==> config.mk <==
export PLATFORM = sky130hd
export DESIGN_NAME = rhTop
export DESIGN_NICKNAME = d
export VERILOG_FILES = /design/src/hw/rhPkg.sv /design/src/hw/axiPkg.sv /design/src/hw/axiRegPort.sv /design/src/hw/rhCs1.sv /design/src/hw/rhCs2.sv /design/src/hw/xferEngine.sv /design/src/hw/rhTop.sv
export SDC_FILE = /design/constraint.sdc
export NUM_CORES = 1
export LEC_CHECK = 0
export BUFFER_PORTS_ARGS = -buffer_cell sky130_fd_sc_hd__buf_2
export CAP_MARGIN = 20
export CORE_UTILIZATION = 54
export DETAILED_ROUTE_END_ITERATION = 10
export PLACE_DENSITY = 0.89
export SLEW_MARGIN = 25
export SYNTH_ARGS = -nofsm -noshare
export SYNTH_HDL_FRONTEND = slang
export SYNTH_SLANG_ARGS = --single-unit
export TNS_END_PERCENT = 5
==> constraint.sdc <==
create_clock -name clk -period 2.8 [get_ports clk]
set_input_delay 0.56 -clock clk [delete_from_list [all_inputs] [get_ports clk]]
set_output_delay 0.56 -clock clk [all_outputs]
set_load 0.03 [all_outputs]
==> src/hw/rhPkg.sv <==
// Controller register layouts, write-data union, register select, offsets, function codes
`default_nettype none

package rhPkg;

   // CS1 layout, function and status
   typedef struct packed {
      logic       sc;
      logic       tre;
      logic [5:0] unused;
      logic       rdy;
      logic       ie;
      logic [4:0] func;
      logic       go;
   } rhCs1T;

   // CS2 layout, error flags in the high byte and unit control in the low byte
   typedef struct packed {
      logic       dlt;
      logic       wce;
      logic       upe;
      logic       ned;
      logic       nem;
      logic       pge;
      logic       mxf;
      logic       dpe;
      logic       orr;
      logic       irr;
      logic       clr;
      logic       pat;
      logic       bai;
      logic [2:0] unit;
   } rhCs2T;

   // One write word, seen as CS1 or CS2 or plain bits
   typedef union packed {
      rhCs1T       cs1;
      rhCs2T       cs2;
      logic [15:0] raw;
   } rhWordT;

   typedef enum logic [1:0] {
      regCs1 = 2'd0,
      regWc  = 2'd1,
      regBa  = 2'd2,
      regCs2 = 2'd3
   } rhRegT;

   // Byte offsets on the host bus
   localparam logic [3:0] offCs1 = 4'h0;
   localparam logic [3:0] offWc  = 4'h4;
   localparam logic [3:0] offBa  = 4'h8;
   localparam logic [3:0] offCs2 = 4'hC;

   // Data transfer functions, everything else is a no-op
   localparam logic [4:0] funcWrite = 5'o30;
   localparam logic [4:0] funcRead  = 5'o34;

endpackage

`default_nettype wire

==> src/hw/axiPkg.sv <==
// AXI4-Lite request and response channel structs, response codes, decoded register write
`default_nettype none

package axiPkg;

   // Host to slave signals, all five channels
   typedef struct packed {
      // Write address
      logic [3:0]  awaddr;
      logic        awvalid;
      // Write data
      logic [31:0] wdata;
      logic [3:0]  wstrb;
      logic        wvalid;
      // Write response
      logic        bready;
      // Read address
      logic [3:0]  araddr;
      logic        arvalid;
      // Read data
      logic        rready;
   } axiReqT;

   // Slave to host signals
   typedef struct packed {
      logic        awready;
      logic        wready;
      logic        bvalid;
      logic [1:0]  bresp;
      logic        arready;
      logic [31:0] rdata;
      logic [1:0]  rresp;
      logic        rvalid;
   } axiRspT;

   // Every access completes normally
   localparam logic [1:0] respOkay = 2'b00;

   // One accepted register write, already split into byte lanes
   typedef struct packed {
      logic          valid;
      rhPkg::rhRegT  regSel;
      logic          loByte;
      logic          hiByte;
      rhPkg::rhWordT data;
   } regWriteT;

endpackage

`default_nettype wire

==> src/hw/axiRegPort.sv <==
// AXI4-Lite slave port: write decode into register strobes, read response path
`timescale 1ns/1ps
`default_nettype none

module axiRegPort
(
   input  wire logic             clk,
   input  wire logic             rst,
   input  wire axiPkg::axiReqT   req,
   output axiPkg::axiRspT        rsp,
   output axiPkg::regWriteT      regWrite,
   input  wire logic [15:0]      cs1,
   input  wire logic [15:0]      cs2,
   input  wire logic [15:0]      wc,
   input  wire logic [15:0]      ba
);

   import rhPkg::*;
   import axiPkg::*;

   logic        bValid;
   logic        rValid;
   logic [15:0] rData;
   logic        wrAccept;
   logic        rdAccept;
   rhRegT       rdSel;

   // Byte offset to register, low address bits ignored
   function automatic rhRegT addrToReg(input logic [3:0] addr);
      rhRegT sel;
      case (addr & 4'hC)
         offCs1:  sel = regCs1;
         offWc:   sel = regWc;
         offBa:   sel = regBa;
         offCs2:  sel = regCs2;
         default: sel = regCs1;
      endcase
      return sel;
   endfunction

   //////////////////////////////////////////////////
   // Write channel
   //////////////////////////////////////////////////

   // Address and data taken together, only with no response waiting
   assign wrAccept = req.awvalid & req.wvalid & ~bValid;

   always_ff @(posedge clk)
   begin
      if (rst)
         bValid <= 1'b0;
      else if (wrAccept)
         bValid <= 1'b1;
      else if (req.bready)
         bValid <= 1'b0;
   end

   // Register strobe in the acceptance cycle
   always_comb
   begin
      regWrite.valid    = wrAccept;
      regWrite.regSel   = addrToReg(req.awaddr);
      regWrite.loByte   = req.wstrb[0];
      regWrite.hiByte   = req.wstrb[1];
      // Upper half of the bus carries nothing for 16-bit registers
      regWrite.data.raw = req.wdata[15:0];
   end

   //////////////////////////////////////////////////
   // Read channel
   //////////////////////////////////////////////////

   assign rdAccept = req.arvalid & ~rValid;
   assign rdSel    = addrToReg(req.araddr);

   always_ff @(posedge clk)
   begin
      if (rst)
         rValid <= 1'b0;
      else if (rdAccept)
         rValid <= 1'b1;
      else if (req.rready)
         rValid <= 1'b0;
   end

   // Snapshot of the register at acceptance, no reset needed
   always_ff @(posedge clk)
   begin
      if (rdAccept)
      begin
         case (rdSel)
            regCs1:  rData <= cs1;
            regWc:   rData <= wc;
            regBa:   rData <= ba;
            default: rData <= cs2;
         endcase
      end
   end

   // Response bundle
   always_comb
   begin
      rsp.awready = wrAccept;
      rsp.wready  = wrAccept;
      rsp.bvalid  = bValid;
      rsp.bresp   = respOkay;
      rsp.arready = ~rValid;
      rsp.rdata   = {16'h0000, rData};
      rsp.rresp   = respOkay;
      rsp.rvalid  = rValid;
   end

endmodule

`default_nettype wire

==> src/hw/rhCs1.sv <==
// CS1 register: GO decode, ready, interrupt enable, function, error summary, interrupt pulse
`timescale 1ns/1ps
`default_nettype none

module rhCs1
(
   input  wire logic             clk,
   input  wire logic             rst,
   input  wire axiPkg::regWriteT regWrite,
   input  wire logic             busy,
   input  wire logic             done,
   input  wire logic             errSum,
   output rhPkg::rhCs1T          cs1,
   output logic                  startXfer,
   output logic                  goClr,
   output logic                  treClr,
   output logic                  setPge,
   output logic                  irq
);

   import rhPkg::*;

   logic       rdy;
   logic       ie;
   logic [4:0] func;
   logic       wrLo;
   logic       wrHi;
   logic       goWrite;
   logic       isXfer;
   rhCs1T      wd;

   // Write decode
   assign wd      = regWrite.data.cs1;
   assign wrLo    = regWrite.valid & (regWrite.regSel == regCs1) & regWrite.loByte;
   assign wrHi    = regWrite.valid & (regWrite.regSel == regCs1) & regWrite.hiByte;
   assign goWrite = wrLo & wd.go;
   assign isXfer  = (wd.func == funcRead) | (wd.func == funcWrite);

   // GO with a transfer function while idle
   assign startXfer = goWrite & rdy & isXfer;
   // Errors drop when a transfer starts
   assign goClr     = startXfer;
   // GO while busy is a program error, whatever the function
   assign setPge    = goWrite & ~rdy;
   assign treClr    = wrHi & wd.tre;

   always_ff @(posedge clk)
   begin
      if (rst)
      begin
         rdy  <= 1'b1;
         ie   <= 1'b0;
         func <= '0;
         irq  <= 1'b0;
      end
      else
      begin
         // Ready falls at the GO edge, rises after done
         if (startXfer)
            rdy <= 1'b0;
         else if (done)
            rdy <= 1'b1;
         if (wrLo)
            ie <= wd.ie;
         // Function frozen during a transfer
         if (wrLo & rdy)
            func <= wd.func;
         // One-cycle interrupt at end of transfer
         irq <= done & ie;
      end
   end

   // Read view, GO shows the engine running
   always_comb
   begin
      cs1        = '0;
      cs1.sc     = errSum;
      cs1.tre    = errSum;
      cs1.rdy    = rdy;
      cs1.ie     = ie;
      cs1.func   = func;
      cs1.go     = busy;
   end

endmodule

`default_nettype wire

==> src/hw/rhCs2.sv <==
// CS2 register: error flags with clear precedence, unit select, bai, parity test, controller clear
`timescale 1ns/1ps
`default_nettype none

module rhCs2
(
   input  wire logic             clk,
   input  wire logic             rst,
   input  wire axiPkg::regWriteT regWrite,
   input  wire logic             goClr,
   input  wire logic             treClr,
   input  wire logic             setNem,
   input  wire logic             setPge,
   output rhPkg::rhCs2T          cs2,
   output logic                  errSum
);

   import rhPkg::*;

   logic       upe;
   logic       nem;
   logic       pge;
   logic       mxf;
   logic       pat;
   logic       bai;
   logic [2:0] unit;
   logic       wrLo;
   logic       wrHi;
   logic       ctlClr;
   logic       errClr;
   rhCs2T      wd;

   // Write decode, valid already gated by ready
   assign wd   = regWrite.data.cs2;
   assign wrLo = regWrite.valid & (regWrite.regSel == regCs2) & regWrite.loByte;
   assign wrHi = regWrite.valid & (regWrite.regSel == regCs2) & regWrite.hiByte;

   // Controller clear is the write itself
   assign ctlClr = wrLo & wd.clr;
   // Clear group for the transfer errors
   assign errClr = ctlClr | treClr | goClr;

   //////////////////////////////////////////////////
   // Error flags, clear wins over set
   //////////////////////////////////////////////////

   always_ff @(posedge clk)
   begin
      if (rst)
      begin
         upe <= 1'b0;
         nem <= 1'b0;
         pge <= 1'b0;
         mxf <= 1'b0;
      end
      else
      begin
         // Software-settable error bits, hi byte
         if (errClr)
         begin
            upe <= 1'b0;
            mxf <= 1'b0;
         end
         else if (wrHi)
         begin
            upe <= wd.upe;
            mxf <= wd.mxf;
         end
         // NEM from the engine
         if (errClr)
            nem <= 1'b0;
         else if (setNem)
            nem <= 1'b1;
         // PGE survives goClr, which is the point of it
         if (ctlClr | treClr)
            pge <= 1'b0;
         else if (setPge)
            pge <= 1'b1;
      end
   end

   //////////////////////////////////////////////////
   // Unit control, lo byte
   //////////////////////////////////////////////////

   always_ff @(posedge clk)
   begin
      if (rst | ctlClr)
      begin
         pat  <= 1'b0;
         bai  <= 1'b0;
         unit <= '0;
      end
      else if (wrLo)
      begin
         pat  <= wd.pat;
         bai  <= wd.bai;
         unit <= wd.unit;
      end
   end

   assign errSum = upe | nem | pge | mxf;

   // Read view, unmodelled flags tied low
   always_comb
   begin
      cs2      = '0;
      cs2.upe  = upe;
      cs2.nem  = nem;
      cs2.pge  = pge;
      cs2.mxf  = mxf;
      cs2.clr  = ctlClr;
      cs2.pat  = pat;
      cs2.bai  = bai;
      cs2.unit = unit;
   end

endmodule

`default_nettype wire

==> src/hw/xferEngine.sv <==
// Transfer sequencer with WC and BA registers and non-existent memory detect
`timescale 1ns/1ps
`default_nettype none

module xferEngine
#(
   parameter logic [15:0] memTop = 16'h0400
)
(
   input  wire logic             clk,
   input  wire logic             rst,
   input  wire axiPkg::regWriteT regWrite,
   input  wire logic             startXfer,
   input  wire logic             bai,
   output logic [15:0]           wc,
   output logic [15:0]           ba,
   output logic                  busy,
   output logic                  done,
   output logic                  setNem
);

   import rhPkg::*;

   logic wcWrite;
   logic baWrite;
   logic atLimit;
   logic wcZero;
   logic step;

   // Byte-lane merge for the two software registers
   function automatic logic [15:0] laneMerge(input logic [15:0] cur,
                                             input logic [15:0] nxt,
                                             input logic        lo,
                                             input logic        hi);
      logic [15:0] res;
      res       = cur;
      if (lo)
         res[7:0]  = nxt[7:0];
      if (hi)
         res[15:8] = nxt[15:8];
      return res;
   endfunction

   // Software access only while idle
   assign wcWrite = regWrite.valid & (regWrite.regSel == regWc) & ~busy;
   assign baWrite = regWrite.valid & (regWrite.regSel == regBa) & ~busy;

   // Word address compared against the first missing word
   assign atLimit = {1'b0, ba[15:1]} >= memTop;
   assign wcZero  = (wc == 16'h0000);

   // Stop on empty count or on the limit, checked before each step
   assign done   = busy & (wcZero | atLimit);
   assign setNem = busy & ~wcZero & atLimit;
   assign step   = busy & ~wcZero & ~atLimit;

   //////////////////////////////////////////////////
   // Sequencer
   //////////////////////////////////////////////////

   always_ff @(posedge clk)
   begin
      if (rst)
         busy <= 1'b0;
      else if (startXfer)
         busy <= 1'b1;
      else if (done)
         busy <= 1'b0;
   end

   //////////////////////////////////////////////////
   // Word count and bus address
   //////////////////////////////////////////////////

   always_ff @(posedge clk)
   begin
      if (rst)
      begin
         wc <= '0;
         ba <= '0;
      end
      else if (step)
      begin
         // One word per cycle
         wc <= wc - 16'd1;
         if (!bai)
            ba <= ba + 16'd2;
      end
      else
      begin
         if (wcWrite)
            wc <= laneMerge(wc, regWrite.data.raw, regWrite.loByte, regWrite.hiByte);
         if (baWrite)
            ba <= laneMerge(ba, regWrite.data.raw, regWrite.loByte, regWrite.hiByte);
      end
   end

endmodule

`default_nettype wire

==> src/hw/rhTop.sv <==
// Controller top level: AXI port, CS1 and CS2 registers, transfer engine
`timescale 1ns/1ps
`default_nettype none

module rhTop
#(
   parameter logic [15:0] memTop = 16'h0800
)
(
   input  wire logic           clk,
   input  wire logic           rst,
   input  wire axiPkg::axiReqT req,
   output axiPkg::axiRspT      rsp,
   output logic                irq
);

   import rhPkg::*;
   import axiPkg::*;

   regWriteT    regWrite;
   regWriteT    cs2Write;
   rhCs1T       cs1;
   rhCs2T       cs2;
   logic [15:0] wc;
   logic [15:0] ba;
   logic        startXfer;
   logic        goClr;
   logic        treClr;
   logic        setPge;
   logic        setNem;
   logic        errSum;
   logic        busy;
   logic        done;

   // CS2 writable only while ready, keeps bai steady in a transfer
   always_comb
   begin
      cs2Write       = regWrite;
      cs2Write.valid = regWrite.valid & cs1.rdy;
   end

   //////////////////////////////////////////////////
   // Host side
   //////////////////////////////////////////////////

   axiRegPort i_axiRegPort
   (
      .clk      (clk),
      .rst      (rst),
      .req      (req),
      .rsp      (rsp),
      .regWrite (regWrite),
      .cs1      (cs1),
      .cs2      (cs2),
      .wc       (wc),
      .ba       (ba)
   );

   //////////////////////////////////////////////////
   // Registers
   //////////////////////////////////////////////////

   rhCs1 i_rhCs1
   (
      .clk       (clk),
      .rst       (rst),
      .regWrite  (regWrite),
      .busy      (busy),
      .done      (done),
      .errSum    (errSum),
      .cs1       (cs1),
      .startXfer (startXfer),
      .goClr     (goClr),
      .treClr    (treClr),
      .setPge    (setPge),
      .irq       (irq)
   );

   rhCs2 i_rhCs2
   (
      .clk      (clk),
      .rst      (rst),
      .regWrite (cs2Write),
      .goClr    (goClr),
      .treClr   (treClr),
      .setNem   (setNem),
      .setPge   (setPge),
      .cs2      (cs2),
      .errSum   (errSum)
   );

   // Transfer engine
   xferEngine #(.memTop(memTop)) i_xferEngine
   (
      .clk       (clk),
      .rst       (rst),
      .regWrite  (regWrite),
      .startXfer (startXfer),
      .bai       (cs2.bai),
      .wc        (wc),
      .ba        (ba),
      .busy      (busy),
      .done      (done),
      .setNem    (setNem)
   );

endmodule

`default_nettype wire

==> impl_metrics.csv <==
group,metric,value,unit
clock_tree,clk_pin_slew,0.07,ns
clock_tree,cts_tree,"yes",
timing,period_needed,2.36,ns
synthesis,synth-seq-cells,68,
global_route,grtUsageTotal,0.278,
timing,fmax,424,MHz
global_route,grt_max_degree,39,
global_route,grt_pass1_wl,15600,µm
floorplan,rows,30,
setup_path,end_kind,"register",
setup_path,rr_endpoint,"i_xferEngine.wc[12]",
clock_tree,post_cts_resize_count,0,
floorplan,die_h,85.4,µm
synthesis,synth.area.mux_share,0.0760,
synthesis,synth_top_family_by_area,"simple AND/OR/NAND/NOR gates",
pwr,p_int,1.42,mW
synthesis,mappedNetlistArea,3750,µm²
setup_path,slowest_stage,"or4b_1",
pwr,leakage,1.58,nW
floorplan,die_area,7290,µm²
worst_hold_path,hold_path_class,"input port to register",
final_layout,final_nets,507,
detailed_routing,routed_wl,9750,µm
synthesis,ys.flop_type,"dfxtp_1",
setup_path,rrSetupSlack,0.44,ns
clock_tree,cts.sinks,68,
synthesis,yosys-top-cells-count,"dfxtp_1 (52), nor2_1 (34), a21oi_1 (33), nand2_1 (30), buf_4 (24)",
detailed_routing,routed_via_density,6.43,
pwr,p_total,2.01,mW
timing,maxSlewViolCount,0,
pwr,ir_drop,0.235,mV
synthesis,ys_types,65,
detailed_routing,drc_errors,0,
timing,max-slew-margin-rel,0.527,
synthesis,syn_inst,414,
clock_tree,htree_levels,3,
timing,hold_ws,0.371,ns
synthesis,synthArstFlopShare,0,
clock_tree,cts_setup_buffers,0,
run,drv_cap,0,
floorplan,start_util,0.555,
setup_path,cp_cell_sequence,"inv_1 > ha_1 > or4b_1 > nor2_1 > nand4_1 > or3_1 > a31oi_1",
synthesis,yosysMostFrequentCell,"dfxtp_1",
pwr,seq_power_share,0.519,
floorplan,ioPinCount,93,
synthesis,synth_seq_area_share,0.405,
final_layout,area_growth,9.77,%
setup_path,cp-endpoint,"i_xferEngine.wc[12]",
global_route,antenna_found_initial,0,
floorplan,fp.dieW,85.4,µm
pwr,power_frac_clock,0.346,
global_route,grt-ovfl-total,0,
detailed_routing,ant_nets,0,
timing,fin_setup_tns,0,ns
final_layout,fillers,565,
clock_tree,cts_buffers,9,
timing,hold_viol,0,
setup_path,required,3.09,ns
pwr,switching_share,0.293,
placement,placed_area,3960,µm²
clock_tree,postCtsHoldBufs,0,
synthesis,synth_warnings,0,
pwr,pwr-share-comb,0.135,
setup_path,path_class,"register to register",
setup_path,arrival,2.65,ns
timing,worst_pin_slew,0.710,ns
detailed_routing,drt-initial-drc-count,355,
detailed_routing,first_pass_iters,5,
synthesis,synthAdderAreaFrac,0.0100,
placement,post-place-ws,0.502,ns
run_status,status,"finished, final reports clean",
final_layout,fin_cells,538,
placement,dp_hpwl,6950,µm
timing,finalCritPeriodShare,0.843,
pwr,p_sw,0.588,mW
setup_path,reg2reg_from,"i_xferEngine.wc[0]",
setup_path,cp-startpoint,"i_xferEngine.wc[0]",
timing,clock_skew,0.0101,ns
global_route,first_global_vias,3121,
detailed_routing,wl_per_cell,18.1,µm
setup_path,crit_path_max_incr_delay,0.58,ns
timing,rsz0062_at_grt,"no",
clock_tree,clk_latency,0.36,ns
clock_tree,cts-root-buf,"clkbuf_8",
final_layout,drive_gt1_frac,0.216,
synthesis,synth.avg_cell_area,9.06,µm²
placement,io_buffers,50,
pwr,power.density,487,nW/µm²
final_layout,fin_util,0.610,
timing,setup-violations-final,0,
placement,routabilityCongestion,1.00,
final_layout,design_area,4120,µm²
synthesis,synth_compound_area_frac,0.191,
floorplan,core-area,6760,µm²
synthesis,netlist.area_leader.share,0.277,
synthesis,synth-edff-count,16,
synthesis,synth-simple-area-share,0.222,
synthesis,synth-xor-area-share,0,
setup_path,worstRegToRegCells,7,
setup_path,cp_max_fo,6,
synthesis,synth.largest_area_cell,"dfxtp_1",
detailed_routing,vias,3458,
synthesis,synth_area_leaders,"dfxtp_1 (28%), edfxtp_1 (13%), buf_4 (4.8%)",
clock_tree,clockBufferDepth,2,
setup_path,start_kind,"register",
placement,dpl.cell_count,522,
final_layout,num_antenna_cells,0,
timing,setup_ws,0.440,ns
==> kinds of logic after synthesis <==
logic type / after synthesis
and+or+nand+nor: 150
AOI/OAI and AO/OA: 104
buffers and inverters: 68
DFF: 68
muxes: 20
adders and majority gates: 3
other: 1
==> flip-flops by register name (all words and copies together) (netlist names), 3 cells and up <==
register / flops
i_axiRegPort.rData: 16
i_rhCs1.func: 5
i_xferEngine.ba: 16
i_xferEngine.wc: 16
i_rhCs2.unit: 3
==> worst min path at each step <==
stage | startpoint | to | slack [ns] | cells past startpoint
after global placement | i_rhCs1.func[0] | i_rhCs1.func[0] | 0.44 | 2
after CTS | req[0] | i_axiRegPort.rValid | 0.37 | 2
after global routing | req[0] | i_axiRegPort.rValid | 0.38 | 2
final | req[0] | i_axiRegPort.rValid | 0.37 | 2
after floorplan | i_rhCs1.func[0] | i_rhCs1.func[0] | 0.43 | 2
after detailed placement | i_rhCs1.func[4] | i_rhCs1.func[4] | 0.45 | 2
==> cell type report <==
cell class | instances | area [µm²] | share of cell area
multi-input cells | 297 | 1950 | 0.473
clock inverters | 5 | 28.8 | 0.00699
flip-flops and latches | 68 | 1520 | 0.369
clock buffers | 11 | 131 | 0.0319
repair buffers | 60 | 325 | 0.0790
inverters | 17 | 63.8 | 0.0155
well taps | 80 | 100 | 0.0243
==> placed cells by master (no fill, tap or decap), types with 8 or more instances in the layout <==
cell type	Yosys	layout
dfxtp_1	52	52
buf_2	7	50
nor2_1	34	34
a21oi_1	33	33
nand2_1	30	30
conb_1	1	20
inv_1	17	17
edfxtp_1	16	16
nand3_1	15	15
o21ai_0	12	12
a31oi_1	10	10
buf_4	24	10
mux2i_1	9	9
clkbuf_8	0	9
nand4_1	8	8
==> layer usage <==
metal	global-route usage	vias up	share of wire
met5	0	-	0
met4	0.111	0	0.022
met3	0.0730	37	0.099
met2	0.444	215	0.47
met1	0.363	1625	0.41
li1	-	1581	-
==> critical path, delay by kind of cell (launching register included) <==
family,cells,cell delay [ns]
and+or+nand+nor,4,1.41
adders and majority gates,1,0.27
DFF,1,0.37
AOI/OAI and AO/OA,1,0.17
buffers and inverters,1,0.08
==> power by group through the flow <==
stage	combinational, mW	sequential [mW]	clock, mW
after floorplan	0.185	1.09	0
after global placement	0.260	1.06	0
after detailed placement	0.265	1.06	0
after CTS	0.266	1.04	0.694
after global routing	0.289	1.04	0.738
final	0.272	1.04	0.694
(Power assumes the default switching activity.)
